[config.mk]
export PLATFORM = sky130hd
export DESIGN_NAME = exu_bju
export DESIGN_NICKNAME = d
export VERILOG_FILES = /design/src/exu_pkg.sv /design/src/exu_bju.sv
export SDC_FILE = /design/constraint.sdc
export NUM_CORES = 1
export LEC_CHECK = 0
export BUFFER_PORTS_ARGS = -buffer_cell sky130_fd_sc_hd__buf_2
export CORE_ASPECT_RATIO = 2
export CORE_MARGIN = 4
export CORE_UTILIZATION = 25
export DETAILED_ROUTE_END_ITERATION = 8
export PLACE_DENSITY = 0.56
export SYNTH_ARGS = -nofsm -noshare
export SYNTH_HDL_FRONTEND = slang
export SYNTH_SLANG_ARGS = --single-unit
[constraint.sdc]
create_clock -name vclk -period 18.7
set_input_delay 2.805 -clock vclk [all_inputs]
set_output_delay 2.805 -clock vclk [all_outputs]
set_load 0.01 [all_outputs]
[src/exu_pkg.sv]
package exu_pkg;

  // register width of the rv64 core
  localparam int XLEN = 64;

  // destination register index width
  localparam int REG_IDX_W = 5;

  // instruction class as handed over by the decoder
  typedef enum logic [1:0] {
    CLS_ALU = 2'd0,
    CLS_BJP = 2'd1,
    CLS_LS  = 2'd2
  } op_class_e;

  // integer datapath operations
  // word forms are selected separately by word_op
  typedef enum logic [3:0] {
    ALU_ADD  = 4'd0,
    ALU_SUB  = 4'd1,
    ALU_SLL  = 4'd2,
    ALU_SRL  = 4'd3,
    ALU_SRA  = 4'd4,
    ALU_SLT  = 4'd5,
    ALU_SLTU = 4'd6,
    ALU_XOR  = 4'd7,
    ALU_OR   = 4'd8,
    ALU_AND  = 4'd9,
    ALU_LUI  = 4'd10,
    ALU_MUL  = 4'd11
  } alu_op_e;

  // branch and jump operations
  typedef enum logic [2:0] {
    BJP_JAL  = 3'd0,
    BJP_JALR = 3'd1,
    BJP_BEQ  = 3'd2,
    BJP_BNE  = 3'd3,
    BJP_BLT  = 3'd4,
    BJP_BGE  = 3'd5,
    BJP_BLTU = 3'd6,
    BJP_BGEU = 3'd7
  } bjp_op_e;

  // memory access size
  typedef enum logic [1:0] {
    LS_BYTE  = 2'd0,
    LS_HALF  = 2'd1,
    LS_WORD  = 2'd2,
    LS_DWORD = 2'd3
  } ls_size_e;

endpackage
[src/exu_bju.sv]
`timescale 1ns/1ns

module exu_bju import exu_pkg::*; (
  input  bjp_op_e         bjp_op_i,
  input  logic [XLEN-1:0] op1_i,
  input  logic [XLEN-1:0] op2_i,
  input  logic [XLEN-1:0] jp_base_i,
  input  logic [XLEN-1:0] jp_offset_i,
  output logic            taken_o,
  output logic [XLEN-1:0] target_o
);

  logic [XLEN:0]   diff;
  logic            cmp_eq;
  logic            cmp_lt;
  logic            cmp_ltu;
  logic [XLEN-1:0] target_sum;

  // one subtractor feeds all three compare flags
  assign diff = {1'b0, op1_i} + {1'b0, ~op2_i} + {{XLEN{1'b0}}, 1'b1};

  assign cmp_eq  = ~|diff[XLEN-1:0];
  assign cmp_ltu = ~diff[XLEN];
  assign cmp_lt  = (op1_i[XLEN-1] & ~op2_i[XLEN-1]) |
                   (~(op1_i[XLEN-1] ^ op2_i[XLEN-1]) & diff[XLEN-1]);

  always_comb begin
    case (bjp_op_i)
      BJP_JAL:  taken_o = 1'b1;
      BJP_JALR: taken_o = 1'b1;
      BJP_BEQ:  taken_o = cmp_eq;
      BJP_BNE:  taken_o = ~cmp_eq;
      BJP_BLT:  taken_o = cmp_lt;
      BJP_BGE:  taken_o = ~cmp_lt;
      BJP_BLTU: taken_o = cmp_ltu;
      BJP_BGEU: taken_o = ~cmp_ltu;
      default:  taken_o = 1'b0;
    endcase
  end

  // base holds the pc or a register value as the decoder chose
  assign target_sum = jp_base_i + jp_offset_i;

  // jalr drops the lowest target bit
  assign target_o = (bjp_op_i == BJP_JALR) ? {target_sum[XLEN-1:1], 1'b0} : target_sum;

endmodule

=== Word level (Yosys, flattened, before mapping) ===
Index checks and enable logic that the tools add are counted.

* Reductions and logical operators: 4
* Equality and inequality tests: 7
* Bitwise gates (word level): 9
* Add/subtract/negate cells: 3
* Mux-type cells: 2

{| class="wikitable"
|+ Operator list
! cell !! count
|-
| adder 64 x 64 -> 65 bit || 1
|-
| adder 65 x 1 -> 65 bit, second input constant || 1
|-
| adder 64 bit || 1
|-
| inverter 64 bit || 1
|-
| OR reduction 64 bit || 1
|-
| equality test 3 bit, second input constant || 4
|-
| case mux 1 bit (7 select lines) || 1
|-
| equality test 3 x 2 -> 1 bit, second input constant || 2
|-
| inverter 1 bit || 4
|-
| equality test 3 x 1 -> 1 bit, second input constant || 1
|-
| zero test 3 bit || 1
|-
| AND 1 bit || 2
|-
| OR reduction 2 bit || 1
|-
| zero test 1 bit || 1
|-
| 2-to-1 mux 1 bit || 1
|-
| bitwise OR 1 bit || 1
|-
| bitwise XOR 1 bit || 1
|}

* Logic and storage cells: 25
* Register bits: 0

=== Logic depth before layout (Yosys ltp) ===
Gate-level depths: netlist of run 1.

* Depth in word-level cells: 7
* Gate-level depth with buffers: 25

=== Worst setup path before layout of run 1 ===
No wires, ideal clock.

* Path kind: input to output
* Start: input port op2_i[45]
* End: output port taken_o
* Stages on the path: 25
* Data arrival time: 7.964 ns
* Slack: 7.931 ns
* Cell sequence: inv_1 -> ha_1 -> clkbuf_1 -> nand4_1 -> nor4_1 -> and4_1 -> nor2b_1 -> a211o_1 -> o21ai_2 -> o21ai_0 -> o21ai_0 -> a21oi_1 -> o21ai_0 -> nand2b_1 -> fa_1 -> or4_1 -> a2111oi_0 -> o2111ai_1 -> nor4_1 -> o2111ai_1 -> nor4_1 -> nand4_1 -> nor4_2 -> mux2_2 -> nor2_1

* Word-level cells in the longest chain between the ends: 7
* Elaborated cells between the ends (all ways): 10
* Those cells by class: add/sub (2); mux (1); bitwise (5); reduce/logical (2)

{| class="wikitable"
|+ Ends and longest elaborated chain
! what !! RTL line !! source
|-
| start: declaration || exu_bju.sv:6 || <nowiki>input logic [XLEN-1:0] op2_i,</nowiki>
|-
| inverter 64 bit * || exu_bju.sv:20 || <nowiki>assign diff = {1'b0, op1_i} + {1'b0, ~op2_i} + {{XLEN{1'b0}}, 1'b1};</nowiki>
|-
| adder 64 x 64 -> 65 bit * || exu_bju.sv:20 ||
|-
| adder 65 x 1 -> 65 bit * || exu_bju.sv:20 ||
|-
| branches (longest 3 deep; another with OR reduction 64 bit) || n/a ||
|-
| case mux 1 bit (7 select lines) * || exu_bju.sv:28 || <nowiki>case (bjp_op_i)</nowiki>
|-
| end: declaration || exu_bju.sv:9 || <nowiki>output logic taken_o,</nowiki>
|}

Mark *: on every way between the ends.

=== Worst setup path after layout of run 1 ===
* Start: input port op1_i[34]
* End: output port taken_o

* Word-level cells in the longest chain between the ends: 6
* Elaborated cells between the ends (all ways): 9
* Those cells by class: add/sub (2); mux (1); bitwise (4); reduce/logical (2)

{| class="wikitable"
|+ Ends and longest elaborated chain
! what !! RTL line !! source
|-
| start: declaration || exu_bju.sv:5 || <nowiki>input logic [XLEN-1:0] op1_i,</nowiki>
|-
| adder 64 x 64 -> 65 bit * || exu_bju.sv:20 ||
|-
| adder 65 x 1 -> 65 bit * || exu_bju.sv:20 ||
|-
| branches (longest 3 deep; another with OR reduction 64 bit) || n/a ||
|-
| case mux 1 bit (7 select lines) * || exu_bju.sv:28 ||
|}

Marked as above.

==> reports/summary.txt, run 1 <==
status: finished clean
gpl congestion: 0.985
largest net degree at the start of global routing: 14
Final WS setup: 6.47 ns
design area: 10700 sq um
CLK BUF: 0
Via Count: 11454
metal3 WL: 1980 um
Syn Inst Count: 1349
CP required: 15.89 ns
top layer in use: met5
total I/O pin count: 324
slowest CP cell: nor4_2
Worst Max-Slew Pin Slew: 0.715 ns
delay-heaviest family, CP: compound AO/OA/AOI/OAI gates
Synth Area in Adders: 0.189
number of max-cap violations: 0
largest family of logic cells by synthesized area: compound AO/OA/AOI/OAI gates
CP endpoint kind: output port
Clk network pwr share: 0
min-delay worst type: input pin to output port
CTS Hold Bufs: 0
syn_nets: 1738
Logic pwr share: 1.000
Buf/Inv on CP: 2
XOR/XNOR share of the synthesized area: 0.0843
post-synthesis mux area share: 0.0131
Leakage: 5.36 nW
Power Dens Cells: 39.9 nW/um^2
P&R area growth vs syn: 22.5%
1st-iter DRT viols: 602
Post-Layout Cell Count: 2062
Reg area: 0 sq um
Final Max Tran Viols: 0
Switching Share: 0.612
pre-CTS setup slack: 6.60 ns
WHS Endpoint: target_o[0]
# nets final: 2010
max frequency: 81.7 MHz
PortBufs: 324
startpoint types: input pin
Syn Area/Cell: 6.47 sq um
Core Area: 34400 sq um
FILL cells: 3923
Cell variety after synth: 83
met2 routed WL: 25200 um
first-pass GRT wire length: 64000 um
Seq cells: 0
worst rel slew slack: 0.518
HP Start: bjp_op_i[2]
sequential-to-total area share from yosys stat: 0
fin util: 0.311
placed insts: 2060
metal1 wirelength: 13300 um
crit share post-route: 0.654
commonest non-fill, non-tap cell in the layout: buf_2
worst vdd ir: 0.0000164 V
post-CTS setup buffer count: 0
CP startpoint: op1_i[34]
placed inst area: 10700 sq um
Overflow after GRT: 0
fraction of layout cells with a size suffix above 1: 0.214
DR pass1 iterations: 7
Fin. Hold Viols: 0
DRC: 0
Total GRT Usage: 0.211
multi-input logic area: 8090 sq um
worst setup path category: input pin to output port
DIE HEIGHT: 272 um
Synth Area in Simple Gates: 0.266
initial antenna violation count: 4
Sw Pwr: 261 uW
Hold Path Depth: 3
vias in the first global route: 11745
detailed-route wire length per cell: 21.2 um
slowest stage delay, CP: 0.60 ns
DPL Wire Length: 39100 um
Ys Warns: 0
Detailed Route WL: 43700 um
DRT antenna net count: 0
via/cell ratio: 5.55
Row Count: 96
Max FO, Critical Path: 9
most frequent cells in the layout: 324 x buf_2, 146 x a21oi_1, 130 x nand2_1
Compound-Gate Fraction of Synth Area: 0.376
RSZ-0062 raised after global routing: false
Tmin final: 12.23 ns
Die Wd: 140 um
sequential share of power: 0
final setup vio count: 0
Int Power: 165 uW
Starting Density: 0.254
CTS resizes: 0
Worst Path Arrival: 9.43 ns
Fin Setup TNS: 0 ns
DIE AREA: 38100 sq um
synthesized area: 8720 sq um
==> synthesized netlist by cell type (all sizes together) (14+ instances only) <==
cell type  number  share of area
nor3           39          0.022
a21o           72          0.062
and2           18          0.013
nor2           96          0.042
o21bai         16          0.014
nand4          35          0.025
nor2b          14          0.010
nor4           17          0.013
o21ai          94          0.055
a211oi         14          0.013
xor2           37          0.037
o21a           20          0.017
clkbuf         43          0.019
inv           110          0.047
a31oi          19          0.014
and3           17          0.012
xnor2          47          0.047
ha            127           0.18
nand2b         14          0.010
nand3          40          0.023
a21oi         146          0.084
nand2         130          0.056
==> cells by family (layout without fill, tap and decap cells) <==
logic type,count (synthesis),after routing
mux,11,11
fa+ha+maj,130,130
xor+xnor,84,84
compound gates,497,497
other cells,0,2
buf+inv,164,434
simple gates,463,463
==> final cells by class <==
type,count,area share
Multi-Input combinational cell,1185,0.757
Timing Repair Buffer,324,0.152
Tap cell,441,0.0516
Antenna cell,2,0.000468
Inverter,110,0.0386
==> worst min-delay path, cell delays in order <==
cell    delay, ns
buf_2        0.12
o31a_1       0.12
buf_2        0.13
==> metal layers <==
layer | global-route usage | vias up
met4 | 0.124 | 4
met1 | 0.174 | 5310
met5 | 0 | -
met3 | 0.0177 | 129
li1 | - | 5553
met2 | 0.459 | 458
==> worst max-delay path by stage <==
stage	to	cells past startpoint	slack, ns
finish	taken_o	25	6.47
global placement	taken_o	25	6.73
CTS	taken_o	25	6.58
global route	taken_o	26	6.11
detailed placement	taken_o	25	6.60
floorplan	taken_o	25	7.93
==> power groups by stage <==
stage / Clock [mW] / Sequential (mW) / Combinational, mW
6_report: 0.0000000144 / 0 / 0.426
5_1_grt: 0.00000000717 / 0 / 0.462
4_1_cts: 0 / 0 / 0.423
3_5_place_dp: 0 / 0 / 0.422
3_3_place_gp: 0 / 0 / 0.420
2_1_floorplan: 0 / 0 / 0.268
==> per-stage QoR <==
step,hold slack [ns],power [mW]
2_1_floorplan,5.75,0.268
3_3_place_gp,5.97,0.420
3_5_place_dp,5.98,0.422
4_1_cts,5.98,0.423
5_1_grt,6.01,0.462
6_report,5.99,0.426
Note: power is estimated with default switching activity, not from simulation.
==> inputs of run 2 (changes only) <==
==> constraint.sdc (replaced) <==
create_clock -name vclk -period 12.4
set_input_delay 1.86 -clock vclk [all_inputs]
set_output_delay 1.86 -clock vclk [all_outputs]
set_load 0.01 [all_outputs]
==> run 2 against run 1 <==
- wire length down 0.61%
- highest routed layer unchanged
- die area unchanged
- combinational power up 51%
- critical endpoint unchanged
- first-iteration DRC count down 7.1%
- critical path type unchanged
- largest cell class unchanged
==> reports/summary.txt, run 2 (synthesized netlist as in run 1, its figures left out) <==
Final WS setup: 2.08 ns
Worst Path Arrival: 8.46 ns
Row Count: 96
# nets final: 2010
Seq cells: 0
multi-input logic area: 8090 sq um
CTS Hold Bufs: 0
DR pass1 iterations: 5
Detailed Route WL: 43400 um
final setup vio count: 0
most frequent cells in the layout: 324 x buf_2, 146 x a21oi_1, 130 x nand2_1
Starting Density: 0.254
Die Wd: 140 um
CP required: 10.54 ns
Overflow after GRT: 0
1st-iter DRT viols: 559
largest net degree at the start of global routing: 14
Core Area: 34400 sq um
initial antenna violation count: 4
CTS resizes: 0
DPL Wire Length: 39000 um
HP Start: bjp_op_i[2]
RSZ-0062 raised after global routing: false
Via Count: 11510
Worst Max-Slew Pin Slew: 0.726 ns
max frequency: 96.9 MHz
total I/O pin count: 324
fin util: 0.311
Fin Setup TNS: 0 ns
worst rel slew slack: 0.513
via/cell ratio: 5.58
status: finished clean
Reg area: 0 sq um
CP startpoint: op1_i[34]
min-delay worst type: input pin to output port
Total GRT Usage: 0.210
Post-Layout Cell Count: 2062
commonest non-fill, non-tap cell in the layout: buf_2
Tmin final: 10.32 ns
FILL cells: 3940
DRC: 0
crit share post-route: 0.832
Fin. Hold Viols: 0
P&R area growth vs syn: 22.5%
gpl congestion: 0.984
placed insts: 2060
post-CTS setup buffer count: 0
Critical Path Sink: taken_o
Power Dens Cells: 60.1 nW/um^2
DIE HEIGHT: 272 um
worst vdd ir: 0.0000241 V
DRT antenna net count: 0
PortBufs: 324
detailed-route wire length per cell: 21.0 um
fraction of layout cells with a size suffix above 1: 0.214
CP endpoint kind: output port
first-pass GRT wire length: 63600 um
vias in the first global route: 11771
number of max-cap violations: 0
worst setup path category: input pin to output port
Final Max Tran Viols: 0
CLK BUF: 0
DIE AREA: 38100 sq um
Leakage: 5.36 nW
Max FO, Critical Path: 9
pre-CTS setup slack: 2.16 ns
startpoint types: input pin
-- run 2: critical path, stage by stage --
cell,delay [ns]
buf_2,0.10
ha_1,0.42
a21oi_1,0.28
a21boi_0,0.27
o221ai_1,0.21
a21oi_1,0.28
o2111ai_1,0.21
o21ai_2,0.31
o21ai_0,0.21
o21ai_0,0.19
a21oi_1,0.08
o21ai_0,0.14
nand2b_1,0.09
fa_1,0.42
or4_1,0.55
a2111oi_0,0.48
o2111ai_1,0.17
nor4_1,0.32
o2111ai_1,0.15
nor4_1,0.24
nand4_1,0.14
nor4_2,0.67
mux2_2,0.41
nor2_1,0.10
buf_2,0.14
-- run 2: stage by stage --
step                hold WS [ns]  total power [mW]  instance area [sq um]
floorplan                   3.86             0.404                   8720
global placement            4.08             0.633                  10700
detailed placement          4.10             0.635                  10700
CTS                         4.10             0.638                  10700
global route                4.14             0.695                  10700
finish                      4.10             0.642                  10700
-- run 2: worst min path at each step --
stage                              to  slack [ns]  depth (start not counted)
after floorplan           target_o[0]        3.86                          1
after global placement    target_o[0]        4.08                          3
after detailed placement  target_o[0]        4.10                          3
after CTS                 target_o[0]        4.10                          3
after global routing      target_o[0]        4.14                          3
final                     target_o[0]        4.10                          3
-- run 2: layout make-up --
class,instances,share of cell area
Multi-Input combinational cell,1185,0.757
Timing Repair Buffer,324,0.152
Inverter,110,0.0386
Tap cell,441,0.0516
Antenna cell,2,0.000468
-- run 2: where the power goes --
group / leakage, nW / switching, mW / total [mW] / internal [mW]
clock: 0.0000127 / 0 / 0.0000000218 / 0.0000000218
sequential: 0 / 0 / 0 / 0
combinational: 5.36 / 0.392 / 0.642 / 0.249
total: 5.36 / 0.392 / 0.642 / 0.249
-- run 2: routing by layer --
metal / vias to the layer above / global-route usage / wire [um]
met3: 155 / 0.0170 / 1830
li1: 5552 / - / -
met2: 492 / 0.458 / 25100
met5: - / 0 / 26
met4: 4 / 0.125 / 3230
met1: 5307 / 0.170 / 13200
